==> config.mk <==
export PLATFORM = sky130hd
export DESIGN_NAME = gfx_wbs_top
export DESIGN_NICKNAME = d
export VERILOG_FILES = /design/src/hdl/gfx_ctrl_pkg.sv /design/src/hdl/gfx_reg_pkg.sv /design/src/hdl/gfx_wr_if.sv /design/src/hdl/gfx_cmd_sequencer.sv /design/src/hdl/gfx_instr_fifo.sv /design/src/hdl/gfx_reg_file.sv /design/src/hdl/gfx_wb_slave.sv /design/src/hdl/gfx_wbs_top.sv
export VERILOG_INCLUDE_DIRS = /design/src /design/src/hdl
export SDC_FILE = /design/constraint.sdc
export NUM_CORES = 1
export LEC_CHECK = 0
export ABC_CLOCK_PERIOD_IN_PS = 15800
export BUFFER_PORTS_ARGS = -buffer_cell sky130_fd_sc_hd__clkbuf_2
export CORE_AREA = 2 2 308 310
export CTS_CLUSTER_DIAMETER = 40
export DETAILED_ROUTE_END_ITERATION = 10
export DIE_AREA = 0 0 310 312
export SLEW_MARGIN = 40
export SYNTH_ARGS = -nofsm -noshare
export SYNTH_HDL_FRONTEND = slang
export SYNTH_SLANG_ARGS = --single-unit
==> constraint.sdc <==
create_clock -name wbs_clk_i -period 15.8 [get_ports wbs_clk_i]
set_clock_uncertainty 0.05 [all_clocks]
set_input_delay 2.37 -clock wbs_clk_i [delete_from_list [all_inputs] [get_ports wbs_clk_i]]
set_output_delay 2.37 -clock wbs_clk_i [all_outputs]
set_load 0.03 [all_outputs]
==> src/hdl/gfx_defs.svh <==
`ifndef GFX_DEFS_SVH
`define GFX_DEFS_SVH

// bus and register width
`define GFX_DATA_W 32

// byte address of a register, bits 1:0 are never decoded
`define GFX_ADR_W 8

// log2 of the instruction fifo depth
`define GFX_FIFO_AW 4

// register reset values
`define GFX_CTRL_RESET 32'h0000_0001
`define GFX_ALPHA_RESET 32'hffff_ffff

`endif

==> src/hdl/gfx_ctrl_pkg.sv <==
package gfx_ctrl_pkg;

  // front end sequencer states
  typedef enum logic
  {
    IDLE = 1'b0,
    BUSY = 1'b1
  } gfx_seq_state_e;

  // draw command sent to the pipeline
  typedef enum logic [1:0]
  {
    NONE  = 2'd0,
    RECT  = 2'd1,
    LINE  = 2'd2,
    POINT = 2'd3
  } gfx_draw_cmd_e;

endpackage

==> src/hdl/gfx_reg_pkg.sv <==
`include "gfx_defs.svh"

package gfx_reg_pkg;

  // register byte addresses
  typedef enum logic [`GFX_ADR_W-1:0]
  {
    CONTROL       = 8'h00,
    STATUS        = 8'h04,
    TARGET_BASE   = 8'h08,
    TARGET_SIZE_X = 8'h0C,
    TARGET_SIZE_Y = 8'h10,
    DEST_X        = 8'h14,
    DEST_Y        = 8'h18,
    COLOR0        = 8'h1C,
    ALPHA         = 8'h20
  } gfx_reg_e;

  // width of target sizes
  localparam int POINT_W = 16;

  // control register fields
  localparam int CTRL_DEPTH_LSB = 0;
  localparam int CTRL_DEPTH_W   = 2;
  localparam int CTRL_BLEND_BIT = 2;
  localparam int CTRL_RECT_BIT  = 8;
  localparam int CTRL_LINE_BIT  = 9;
  localparam int CTRL_POINT_BIT = 10;

  // status register, busy in bit 0 and fifo count in the upper half
  typedef struct packed
  {
    logic [15:0] count;
    logic [14:0] reserved;
    logic        busy;
  } gfx_status_t;

endpackage

==> src/hdl/gfx_wr_if.sv <==
`include "gfx_defs.svh"

interface gfx_wr_if;

  logic                   valid;
  logic                   ready;
  logic [`GFX_ADR_W-1:0]  adr;
  logic [`GFX_DATA_W-1:0] dat;

  // an item moves on every cycle with valid and ready both high
  modport src
  (
    output valid,
    output adr,
    output dat,
    input  ready
  );

  modport snk
  (
    input  valid,
    input  adr,
    input  dat,
    output ready
  );

endinterface

==> src/hdl/gfx_cmd_sequencer.sv <==
module gfx_cmd_sequencer
(
  input  logic                         wbs_clk_i,
  input  logic                         rst_i,
  input  gfx_ctrl_pkg::gfx_draw_cmd_e  draw_cmd_i,
  input  logic                         cmd_active_i,
  input  logic                         pipeline_ack_i,
  output logic                         drain_ready_o,
  output logic                         busy_o,
  input  logic                         writer_sint_i,
  input  logic                         reader_sint_i,
  output logic                         inta_o
);

  import gfx_ctrl_pkg::*;

  gfx_seq_state_e state;

  always_ff @(posedge wbs_clk_i)
  begin
    if (rst_i)
      state <= IDLE;
    else
    begin
      case (state)
        IDLE:
        begin
          if (draw_cmd_i != NONE)
            state <= BUSY;
        end
        BUSY:
        begin
          // pipeline finished the operation
          if (pipeline_ack_i)
            state <= IDLE;
        end
      endcase
    end
  end

  assign busy_o = (state == BUSY);

  // no drain while a draw bit is still pending,
  // that keeps the queue behind the command
  assign drain_ready_o = (state == IDLE) & ~cmd_active_i;

  always_ff @(posedge wbs_clk_i)
  begin
    if (rst_i)
      inta_o <= 1'b0;
    else
      inta_o <= writer_sint_i | reader_sint_i;
  end

endmodule

==> src/hdl/gfx_instr_fifo.sv <==
`include "gfx_defs.svh"

module gfx_instr_fifo
#(
  parameter int ADDR_W = `GFX_FIFO_AW
)
(
  input  logic            wbs_clk_i,
  input  logic            rst_i,
  gfx_wr_if.snk           enq,
  gfx_wr_if.src           deq,
  output logic [ADDR_W:0] count_o
);

  localparam int DEPTH = 2 ** ADDR_W;

  logic [`GFX_ADR_W-1:0]  adr_mem [DEPTH];
  logic [`GFX_DATA_W-1:0] dat_mem [DEPTH];
  logic [ADDR_W-1:0]      wr_ptr;
  logic [ADDR_W-1:0]      rd_ptr;
  logic                   push;
  logic                   pop;

  // ready means not full, valid means not empty
  assign enq.ready = (count_o != (ADDR_W+1)'(DEPTH));
  assign deq.valid = (count_o != '0);

  assign push = enq.valid & enq.ready;
  assign pop  = deq.valid & deq.ready;

  // front of the queue
  assign deq.adr = adr_mem[rd_ptr];
  assign deq.dat = dat_mem[rd_ptr];

  always_ff @(posedge wbs_clk_i)
  begin
    if (push)
    begin
      adr_mem[wr_ptr] <= enq.adr;
      dat_mem[wr_ptr] <= enq.dat;
    end
  end

  // pointers wrap on their own
  always_ff @(posedge wbs_clk_i)
  begin
    if (rst_i)
    begin
      wr_ptr  <= '0;
      rd_ptr  <= '0;
      count_o <= '0;
    end
    else
    begin
      if (push)
        wr_ptr <= wr_ptr + 1'b1;
      if (pop)
        rd_ptr <= rd_ptr + 1'b1;
      case ({push, pop})
        2'b10:   count_o <= count_o + 1'b1;
        2'b01:   count_o <= count_o - 1'b1;
        default: count_o <= count_o;
      endcase
    end
  end

endmodule

==> src/hdl/gfx_reg_file.sv <==
`include "gfx_defs.svh"

module gfx_reg_file
(
  input  logic                                    wbs_clk_i,
  input  logic                                    rst_i,
  gfx_wr_if.snk                                   deq,
  input  gfx_reg_pkg::gfx_reg_e                   rd_adr_i,
  output logic [`GFX_DATA_W-1:0]                  rd_dat_o,
  input  logic                                    busy_i,
  input  logic [`GFX_FIFO_AW:0]                   fifo_count_i,
  output logic                                    cmd_active_o,
  output gfx_ctrl_pkg::gfx_draw_cmd_e             draw_cmd_o,
  output logic [`GFX_DATA_W-1:0]                  target_base_o,
  output logic [gfx_reg_pkg::POINT_W-1:0]         target_size_x_o,
  output logic [gfx_reg_pkg::POINT_W-1:0]         target_size_y_o,
  output logic [`GFX_DATA_W-1:0]                  dest_x_o,
  output logic [`GFX_DATA_W-1:0]                  dest_y_o,
  output logic [`GFX_DATA_W-1:0]                  color0_o,
  output logic [7:0]                              global_alpha_o,
  output logic [gfx_reg_pkg::CTRL_DEPTH_W-1:0]    color_depth_o,
  output logic                                    blending_enable_o
);

  import gfx_reg_pkg::*;
  import gfx_ctrl_pkg::*;

  logic [`GFX_DATA_W-1:0] control_reg;
  logic [`GFX_DATA_W-1:0] target_base_reg;
  logic [`GFX_DATA_W-1:0] target_size_x_reg;
  logic [`GFX_DATA_W-1:0] target_size_y_reg;
  logic [`GFX_DATA_W-1:0] dest_x_reg;
  logic [`GFX_DATA_W-1:0] dest_y_reg;
  logic [`GFX_DATA_W-1:0] color0_reg;
  logic [`GFX_DATA_W-1:0] alpha_reg;
  gfx_status_t            status;

  // ready comes from the sequencer, not from this block
  always_ff @(posedge wbs_clk_i)
  begin
    if (rst_i)
    begin
      control_reg       <= `GFX_CTRL_RESET;
      target_base_reg   <= '0;
      target_size_x_reg <= '0;
      target_size_y_reg <= '0;
      dest_x_reg        <= '0;
      dest_y_reg        <= '0;
      color0_reg        <= '0;
      alpha_reg         <= `GFX_ALPHA_RESET;
    end
    else
    begin
      // draw bits only live for one cycle
      control_reg[CTRL_POINT_BIT:CTRL_RECT_BIT] <= '0;
      if (deq.valid & deq.ready)
      begin
        case (deq.adr)
          CONTROL:       control_reg       <= deq.dat;
          TARGET_BASE:   target_base_reg   <= deq.dat;
          TARGET_SIZE_X: target_size_x_reg <= deq.dat;
          TARGET_SIZE_Y: target_size_y_reg <= deq.dat;
          DEST_X:        dest_x_reg        <= deq.dat;
          DEST_Y:        dest_y_reg        <= deq.dat;
          COLOR0:        color0_reg        <= deq.dat;
          ALPHA:         alpha_reg         <= deq.dat;
          // status and unmapped addresses are dropped
          default:       ;
        endcase
      end
    end
  end

  assign cmd_active_o = |control_reg[CTRL_POINT_BIT:CTRL_RECT_BIT];

  // lowest draw bit wins
  always_comb
  begin
    if (control_reg[CTRL_RECT_BIT])
      draw_cmd_o = RECT;
    else if (control_reg[CTRL_LINE_BIT])
      draw_cmd_o = LINE;
    else if (control_reg[CTRL_POINT_BIT])
      draw_cmd_o = POINT;
    else
      draw_cmd_o = NONE;
  end

  always_comb
  begin
    status          = '0;
    status.busy     = busy_i;
    status.count    = 16'(fifo_count_i);
  end

  // read mux, queued writes are not visible here
  always_comb
  begin
    case (rd_adr_i)
      CONTROL:       rd_dat_o = control_reg;
      STATUS:        rd_dat_o = status;
      TARGET_BASE:   rd_dat_o = target_base_reg;
      TARGET_SIZE_X: rd_dat_o = target_size_x_reg;
      TARGET_SIZE_Y: rd_dat_o = target_size_y_reg;
      DEST_X:        rd_dat_o = dest_x_reg;
      DEST_Y:        rd_dat_o = dest_y_reg;
      COLOR0:        rd_dat_o = color0_reg;
      ALPHA:         rd_dat_o = alpha_reg;
      default:       rd_dat_o = '0;
    endcase
  end

  // field outputs
  assign target_base_o     = target_base_reg;
  assign target_size_x_o   = target_size_x_reg[POINT_W-1:0];
  assign target_size_y_o   = target_size_y_reg[POINT_W-1:0];
  assign dest_x_o          = dest_x_reg;
  assign dest_y_o          = dest_y_reg;
  assign color0_o          = color0_reg;
  assign global_alpha_o    = alpha_reg[7:0];
  assign color_depth_o     = control_reg[CTRL_DEPTH_LSB +: CTRL_DEPTH_W];
  assign blending_enable_o = control_reg[CTRL_BLEND_BIT];

endmodule

==> src/hdl/gfx_wb_slave.sv <==
`include "gfx_defs.svh"

module gfx_wb_slave
(
  input  logic                     wbs_clk_i,
  input  logic                     rst_i,
  input  logic                     cs_i,
  input  logic                     cyc_i,
  input  logic                     stb_i,
  input  logic                     we_i,
  input  logic [3:0]               sel_i,
  input  logic [`GFX_ADR_W-1:0]    adr_i,
  input  logic [`GFX_DATA_W-1:0]   dat_i,
  output logic                     ack_o,
  output logic                     err_o,
  output logic [`GFX_DATA_W-1:0]   dat_o,
  output gfx_reg_pkg::gfx_reg_e    rd_adr_o,
  input  logic [`GFX_DATA_W-1:0]   rd_dat_i,
  gfx_wr_if.src                    enq
);

  import gfx_reg_pkg::*;

  logic                   acc;
  logic                   acc32;
  logic                   wr_acc;
  logic                   rd_acc;
  logic                   rd_ack_q;
  logic [`GFX_DATA_W-1:0] rd_dat_q;
  logic [`GFX_ADR_W-1:0]  word_adr;

  assign acc    = cs_i & cyc_i & stb_i;
  assign acc32  = (sel_i == 4'hF);
  assign wr_acc = acc & acc32 & we_i;
  assign rd_acc = acc & acc32 & ~we_i;

  // word aligned register address
  assign word_adr = {adr_i[`GFX_ADR_W-1:2], 2'b00};
  assign rd_adr_o = gfx_reg_e'(word_adr);

  // writes go straight into the queue
  assign enq.valid = wr_acc;
  assign enq.adr   = word_adr;
  assign enq.dat   = dat_i;

  // read ack one cycle late, guard keeps a held request to a single ack
  always_ff @(posedge wbs_clk_i)
  begin
    if (rst_i)
      rd_ack_q <= 1'b0;
    else
      rd_ack_q <= rd_acc & ~rd_ack_q;
  end

  always_ff @(posedge wbs_clk_i)
  begin
    rd_dat_q <= rd_dat_i;
  end

  // write ack is held off while the fifo is full
  assign ack_o = (wr_acc & enq.ready) | (rd_ack_q & rd_acc);
  assign err_o = acc & ~acc32;
  assign dat_o = rd_ack_q ? rd_dat_q : '0;

endmodule

==> src/hdl/gfx_wbs_top.sv <==
`include "gfx_defs.svh"

module gfx_wbs_top
(
  input  logic                                  wbs_clk_i,
  input  logic                                  rst_i,
  input  logic                                  cs_i,
  input  logic                                  cyc_i,
  input  logic                                  stb_i,
  input  logic                                  we_i,
  input  logic [3:0]                            sel_i,
  input  logic [`GFX_ADR_W-1:0]                 adr_i,
  input  logic [`GFX_DATA_W-1:0]                dat_i,
  output logic                                  ack_o,
  output logic                                  err_o,
  output logic [`GFX_DATA_W-1:0]                dat_o,
  input  logic                                  pipeline_ack_i,
  input  logic                                  writer_sint_i,
  input  logic                                  reader_sint_i,
  output logic                                  inta_o,
  output logic [`GFX_DATA_W-1:0]                target_base_o,
  output logic [gfx_reg_pkg::POINT_W-1:0]       target_size_x_o,
  output logic [gfx_reg_pkg::POINT_W-1:0]       target_size_y_o,
  output logic [`GFX_DATA_W-1:0]                dest_x_o,
  output logic [`GFX_DATA_W-1:0]                dest_y_o,
  output logic [`GFX_DATA_W-1:0]                color0_o,
  output logic [7:0]                            global_alpha_o,
  output logic [gfx_reg_pkg::CTRL_DEPTH_W-1:0]  color_depth_o,
  output logic                                  blending_enable_o,
  output logic                                  rect_write_o,
  output logic                                  line_write_o,
  output logic                                  point_write_o
);

  import gfx_reg_pkg::*;
  import gfx_ctrl_pkg::*;

  gfx_reg_e               rd_adr;
  logic [`GFX_DATA_W-1:0] rd_dat;
  logic [`GFX_FIFO_AW:0]  fifo_count;
  logic                   cmd_active;
  logic                   busy;
  logic                   drain_ready;
  gfx_draw_cmd_e          draw_cmd;

  gfx_wr_if enq_if ();
  gfx_wr_if deq_if ();

  // drain permission
  assign deq_if.ready = drain_ready;

  gfx_wb_slave u_wb_slave
  (
    .wbs_clk_i (wbs_clk_i),
    .rst_i     (rst_i),
    .cs_i      (cs_i),
    .cyc_i     (cyc_i),
    .stb_i     (stb_i),
    .we_i      (we_i),
    .sel_i     (sel_i),
    .adr_i     (adr_i),
    .dat_i     (dat_i),
    .ack_o     (ack_o),
    .err_o     (err_o),
    .dat_o     (dat_o),
    .rd_adr_o  (rd_adr),
    .rd_dat_i  (rd_dat),
    .enq       (enq_if.src)
  );

  gfx_instr_fifo #(.ADDR_W(`GFX_FIFO_AW)) u_instr_fifo
  (
    .wbs_clk_i (wbs_clk_i),
    .rst_i     (rst_i),
    .enq       (enq_if.snk),
    .deq       (deq_if.src),
    .count_o   (fifo_count)
  );

  gfx_reg_file u_reg_file
  (
    .wbs_clk_i         (wbs_clk_i),
    .rst_i             (rst_i),
    .deq               (deq_if.snk),
    .rd_adr_i          (rd_adr),
    .rd_dat_o          (rd_dat),
    .busy_i            (busy),
    .fifo_count_i      (fifo_count),
    .cmd_active_o      (cmd_active),
    .draw_cmd_o        (draw_cmd),
    .target_base_o     (target_base_o),
    .target_size_x_o   (target_size_x_o),
    .target_size_y_o   (target_size_y_o),
    .dest_x_o          (dest_x_o),
    .dest_y_o          (dest_y_o),
    .color0_o          (color0_o),
    .global_alpha_o    (global_alpha_o),
    .color_depth_o     (color_depth_o),
    .blending_enable_o (blending_enable_o)
  );

  gfx_cmd_sequencer u_cmd_sequencer
  (
    .wbs_clk_i      (wbs_clk_i),
    .rst_i          (rst_i),
    .draw_cmd_i     (draw_cmd),
    .cmd_active_i   (cmd_active),
    .pipeline_ack_i (pipeline_ack_i),
    .drain_ready_o  (drain_ready),
    .busy_o         (busy),
    .writer_sint_i  (writer_sint_i),
    .reader_sint_i  (reader_sint_i),
    .inta_o         (inta_o)
  );

  // one-hot draw strobes for the pipeline
  assign rect_write_o  = (draw_cmd == RECT);
  assign line_write_o  = (draw_cmd == LINE);
  assign point_write_o = (draw_cmd == POINT);

endmodule

==> metrics.txt, run 1 <==
Area Growth Syn to Fin=18.6%; final instance area=43900 µm²; CTS Hold Bufs=0; Met3 Wirelength=around 6.7 mm; first-pass GRT wire length=141 mm; final core occ=47.2%; CP dominant cell by count=clkbuf_2; # Max-Cap Violations=0; DRT iter0 DRCs=2040; core area=between 90000 and 100000 µm²; DP HPWL=55.1 mm; Post-CTS Setup Repair Bufs=0; sw power=1.80 mW; TritonCTS clock tree=yes; Max Slew Vio Count=0; Cells after Synth=2274; biggest regs=u_instr_fifo.dat_mem: 512 flops, u_instr_fifo.adr_mem: 96 flops; fmax=about 0.16 GHz; total grt overflow=0; Largest Register=u_instr_fifo.dat_mem; I/O Pins=262; routed vias=around 21000; Met1 Wirelength=40.8 mm; CP startpoint=sel_i[2]; Critical Path RT=13380 ps; global-route usage over all layers=19.8%; share of layout cells above drive strength 1=29.6%; largest net degree at the start of global routing=123; Final Setup Violations=0; Die W=310 µm; RSZ-0062 raised after global routing=false; Ant. Diodes=0; post-CTS resize count=0; Worst IR Drop VDD=~0.10 mV; Synth async-reset ratio=0%; crit-path max FO=8; Site Rows=112; Power Dens Cells=about 150 nW/µm²; Logic pwr share=16.9%; Setup WS post-layout=9360 ps; Crit. End Element=output pin; final hold violations=0; Cell Chain, Critical Path=clkbuf_2 > and4_1 > nand4_1 > nor3b_2 > inv_1 > nand2_1 > clkbuf_2; commonest non-fill, non-tap cell in the layout=edfxtp_1; Starting Density=approximately two fifths; CP max stage delay=540 ps; Net Count, Synth=2336; Largest register FFs=512; fin crit share=between 40% and 50%; Clock Power Share=43.7%; synth top area cells=edfxtp_1 (49%), dfxtp_1 (17%), mux4_2 (11%); #FFs+latches synth=916; Final Non-Filler Cells=3883; count of buffers from port buffering=roughly 260; Primary FF master, synth=edfxtp_1; placed insts=roughly 3600; DP Worst Slack=about 9300 ps; crit start category=input pin; outcome=completed; Num CTS Buffers=130; Hold Crit Class=reg2reg; CTS Sinks=around 920; sequential fraction of design power=39.5%; sw frac=26.8%; Lkg Pwr=15.1 nW; highest routed layer=met5; top-area cell type share of the netlist area=49.3%; min cycle time layout=6440 ps; syn avg cell area=about 16 µm²; post-synthesis cell area=approximately 37000 µm²; Synth area leader=edfxtp_1; clock-pin slew on the worst setup and hold paths=50 ps; Hold Startpoint=u_reg_file.alpha_reg[16]$_SDFFE_PP1P_; Post-DRT Antenna Nets=0; Netlist cell types=66; CP arrival=4020 ps; initial antenna violation count=8; post-route setup TNS=0 ps; YS warnings=0; Post-Route WL=a little under 100 mm; root buf cell=clkbuf_16; worst rel slew slack=between 40% and 50%; full die area=96700 µm²; Post-synth EDFFs=608; register area share after synthesis=65.9%; Slowest cell on crit path=nor3b_2; Max Root-Sink Buffers=3; Die H=312 µm; Hold Worst Slack=409 ps; vias in the first global route=21512; Nets=2585; pin slew with the least headroom to its limit=871 ps; Via density=between 5 and 6; WL/cell=24.9 µm; routed wl met2=roughly 47 mm; Final Power=6.74 mW; WS Path Type=in2out; Post-DP Area=39500 µm²; gp weighted congestion=between 0.7 and 0.8; worst skew pair latency=710 ps; drt first pass iters=9; DRC viols=0; H-Tree Depth=4; internal power=around 4.9 mW; most frequent cells in the layout=edfxtp_1 (608), dfxtp_1 (305), mux2i_1 (282), nand2b_1 (256), clkbuf_2 (256)
-- critical path: cells and delay by family --
| family | cells | cell delay, ps |
|---|---|---|
| and+or+nand+nor | 4 | 1060 |
| buffers and inverters | 3 | 590 |
-- final timing paths --
path	to	slack (ps)	cells past startpoint
hold reg to reg	u_wb_slave.rd_dat_q[16]$_DFF_P_	410	2
setup / recovery	ack_o	9360	7
setup reg to reg	u_reg_file.control_reg[13]$_SDFFE_PP0P_	11640	8
hold / removal	u_wb_slave.rd_dat_q[16]$_DFF_P_	410	2
-- per-layer routing --
| metal | track usage (%) | vias to the layer above |
|---|---|---|
| met2 | 32.7 | 701 |
| met5 | 0 | - |
| met3 | 4.86 | 139 |
| met1 | 26.0 | 10690 |
| li1 | - | 9185 |
| met4 | 5.52 | 14 |
-- power by group through the flow --
stage / combinational [mW] / clock, mW / sequential, mW
floorplan: 0.820 / 0 / 2.70
global placement: 1.09 / 0 / 2.72
detailed placement: 1.14 / 0 / 2.71
CTS: 1.15 / 2.99 / 2.66
global route: 1.21 / 3.09 / 2.67
finish: 1.14 / 2.94 / 2.66
-- synthesized netlist by cell type, types with 10 or more instances --
cell,n
clkbuf_1,93
nor2_1,110
edfxtp_1,608
buf_2,23
buf_6,15
a222oi_1,19
mux4_2,189
buf_4,49
o21ai_0,39
nor3_1,10
nand2_1,47
mux2i_1,282
dfxtp_1,308
mux2_2,26
a221o_1,10
and2_1,38
nand2b_1,256
a22oi_1,29
-- layout make-up --
type / instances / area, µm²
clock buffers: 151 / 3360
repair buffers: 306 / 1750
flip-flops and latches: 916 / 24400
inverters: 9 / 33.8
well taps: 1254 / 1570
multi-input cells: 1160 / 11700
clock inverters: 87 / 1100
fillers: 7953 / 49100
-- cell families after synthesis --
kind of cell    count (synthesis)  share of synthesized area (%)
flops                         916                           65.9
simple gates                  514                           7.88
mux                           499                           20.0
buf+inv                       198                           2.97
compound gates                127                           2.63
xor+xnor                       11                          0.260
fa+ha+maj                       9                          0.304
Note: power is estimated with default switching activity, not from simulation.
==> inputs of run 2 (changes only) <==
--- a/config.mk
+++ b/config.mk
@@ -6,7 +6,7 @@
 export SDC_FILE = /design/constraint.sdc
 export NUM_CORES = 1
 export LEC_CHECK = 0
-export ABC_CLOCK_PERIOD_IN_PS = 15800
+export ABC_CLOCK_PERIOD_IN_PS = 6600
 export BUFFER_PORTS_ARGS = -buffer_cell sky130_fd_sc_hd__clkbuf_2
 export CORE_AREA = 2 2 308 310
 export CTS_CLUSTER_DIAMETER = 40
==> constraint.sdc (replaced) <==
create_clock -name wbs_clk_i -period 6.6 [get_ports wbs_clk_i]
set_clock_uncertainty 0.05 [all_clocks]
set_input_delay 0.99 -clock wbs_clk_i [delete_from_list [all_inputs] [get_ports wbs_clk_i]]
set_output_delay 0.99 -clock wbs_clk_i [all_outputs]
set_load 0.03 [all_outputs]
==> metrics.txt, run 2 (same netlist as run 1, synthesis figures left out) <==
post-CTS resize count=0; RSZ-0062 raised after global routing=false; CP dominant cell by count=buf_4; H-Tree Depth=3; clock-pin slew on the worst setup and hold paths=60 ps; Largest register FFs=512; Register Area=24400 µm²; Via density=between 5 and 6; core area=93000 µm²; CTS Hold Bufs=0; drt first pass iters=6; GR Layer Usage met2=approximately a third; GRT Max-Usage Layer=met2; Num CTS Buffers=121; met3 usage=3.98%; root buf cell=clkbuf_16; sw frac=26.7%; I/O Pins=262; outcome=completed; Cell Chain, Critical Path=inv_2 > buf_4 > nor4_1 > a22oi_2 > nand4_4 > and4bb_2 > buf_4 > mux2i_1; full die area=96700 µm²; GRT met1 Usage=27.3%; # Max-Cap Violations=0; Die W=310 µm; Clock Power Share=a little over two fifths; initial antenna violation count=8; CP arrival=roughly 5000 ps; sequential fraction of design power=roughly 41%; vias in the first global route=around 22000; fmax=approximately 0.23 GHz; CTS Sinks=916; gp weighted congestion=roughly 0.8; multi-input logic area=11700 µm²; slack of the worst reg-to-reg path=between 2000 and 2500 ps; Critical Path RT=roughly 7100 ps; biggest regs=u_instr_fifo.dat_mem: 512 flops, u_instr_fifo.adr_mem: 96 flops; sw power=about 4.2 mW; count of buffers from port buffering=259; final hold violations=0; worst rel slew slack=43.3%; post-route setup TNS=0 ps; Nets=around 2600; Site Rows=between 100 and 150; most frequent cells in the layout=edfxtp_1 (608), dfxtp_1 (305), mux2i_1 (282), nand2b_1 (256), clkbuf_2 (256); total grt overflow=0; WHS Path Cells=2; min cycle time layout=4370 ps; Slowest cell on crit path=and4bb_2; DRT iter0 DRCs=~2000; Hold Path End=u_wb_slave.rd_dat_q[16]$_DFF_P_; Final Setup Violations=0; Post-Route WL=97.9 mm; share of layout cells above drive strength 1=29.3%; pin slew with the least headroom to its limit=851 ps; DP Worst Slack=2140 ps; Critical R2R Capture=u_reg_file.color0_o[28]$_SDFFE_PP0P_; Area Growth Syn to Fin=18.2%; largest net degree at the start of global routing=around 150; Power Dens Cells=roughly 360 nW/µm²; internal power=11.6 mW; Starting Density=between 30 and 40%; Post-CTS Setup Repair Bufs=0; fillers=approximately 8000; routed vias=20769; Worst IR Drop VDD=0.239 mV; global-route usage over all layers=between 20 and 25%; Die H=312 µm; CP max stage delay=750 ps; Hold Crit Class=reg2reg; Setup WS post-layout=2230 ps; DRC viols=0; Logic pwr share=between 10% and 20%; Max Root-Sink Buffers=3; worst skew pair latency=690 ps; WS Path Type=reg2reg; DP HPWL=57.3 mm; Post-DRT Antenna Nets=0; commonest non-fill, non-tap cell in the layout=edfxtp_1; Crit. End Element=flip-flop; Largest Register=u_instr_fifo.dat_mem; R2R cell count=8; Hold Startpoint=u_reg_file.alpha_reg[16]$_SDFFE_PP1P_; Max Slew Vio Count=0; crit-path max FO=25; Hold Worst Slack=394 ps; crit start category=flip-flop; TritonCTS clock tree=yes; WL/cell=25.2 µm; Lkg Pwr=15.0 nW; first-pass GRT wire length=144 mm; fin crit share=66.2%
run 2: cell types whose count changed in the layout (fill, tap and decap cells not counted), moves of 2 or more:
cell and delta:
buf_4 +3, buf_6 -2, clkbuf_16 -9, clkbuf_8 +2
clkinv_16 +4, clkinv_2 -8, clkinv_4 +9, clkinv_8 -4
clkinvlp_4 +7, diode_2 +3, inv_16 -5, inv_6 -7
run 2: critical path, delay by kind of cell, from the launching register on:
family | cells | cell delay, ps
mux | 1 | 260
compound gates | 1 | 440
buf+inv | 3 | 1730
simple gates | 3 | 1150
flops | 1 | 550
run 2: final cells by class:
class | instances | area share [%]
Antenna cell | 3 | 0.0171
Clock inverter | 85 | 2.55
Tap cell | 1254 | 3.58
Multi-Input combinational cell | 1160 | 26.7
Sequential cell | 916 | 55.8
Timing Repair Buffer | 308 | 4.05
Inverter | 9 | 0.0771
Clock buffer | 143 | 7.22
run 2: worst max path at each step:
stage,cells after the start,endpoint,start
2_1_floorplan,5,u_instr_fifo.adr_mem[3][0]$_DFFE_PP_,sel_i[2]
3_3_place_gp,7,u_instr_fifo.dat_mem[6][4]$_DFFE_PP_,sel_i[2]
3_5_place_dp,7,u_reg_file.color0_o[14]$_SDFFE_PP0P_,flip-flop
4_1_cts,7,u_reg_file.color0_o[28]$_SDFFE_PP0P_,flip-flop
5_1_grt,8,u_reg_file.color0_o[28]$_SDFFE_PP0P_,flip-flop
6_report,8,u_reg_file.color0_o[28]$_SDFFE_PP0P_,flip-flop
run 2: metal layers:
metal  vias to the layer above  share of wire, %  routed length, µm
met5                         -             0.098                 96
met4                        14               1.8               1730
met3                       136               6.2               6030
met2                       665                49              47500
met1                     10804                43              42500
li1                       9150                 -                  -
run 2: power by group through the flow:
stage               logic [mW]  clock network, mW  registers (mW)
finish                    2.61               6.74            6.44
CTS                       2.64               6.85            6.45
global placement          2.58                  0            6.56
global route              2.79               7.12            6.46
detailed placement        2.63                  0            6.57
floorplan                 1.96                  0            6.47
run 2: metrics by stage:
stage	instances	util (%)	power, mW	instance area (µm²)
after global placement	3642	42.3	9.13	39400
after global routing	3876	47.1	16.4	43800
after floorplan	2274	-	8.43	37100
after detailed placement	3646	42.4	9.19	39500
after CTS	3874	47.0	15.9	43800
final	3878	47.1	15.8	43800
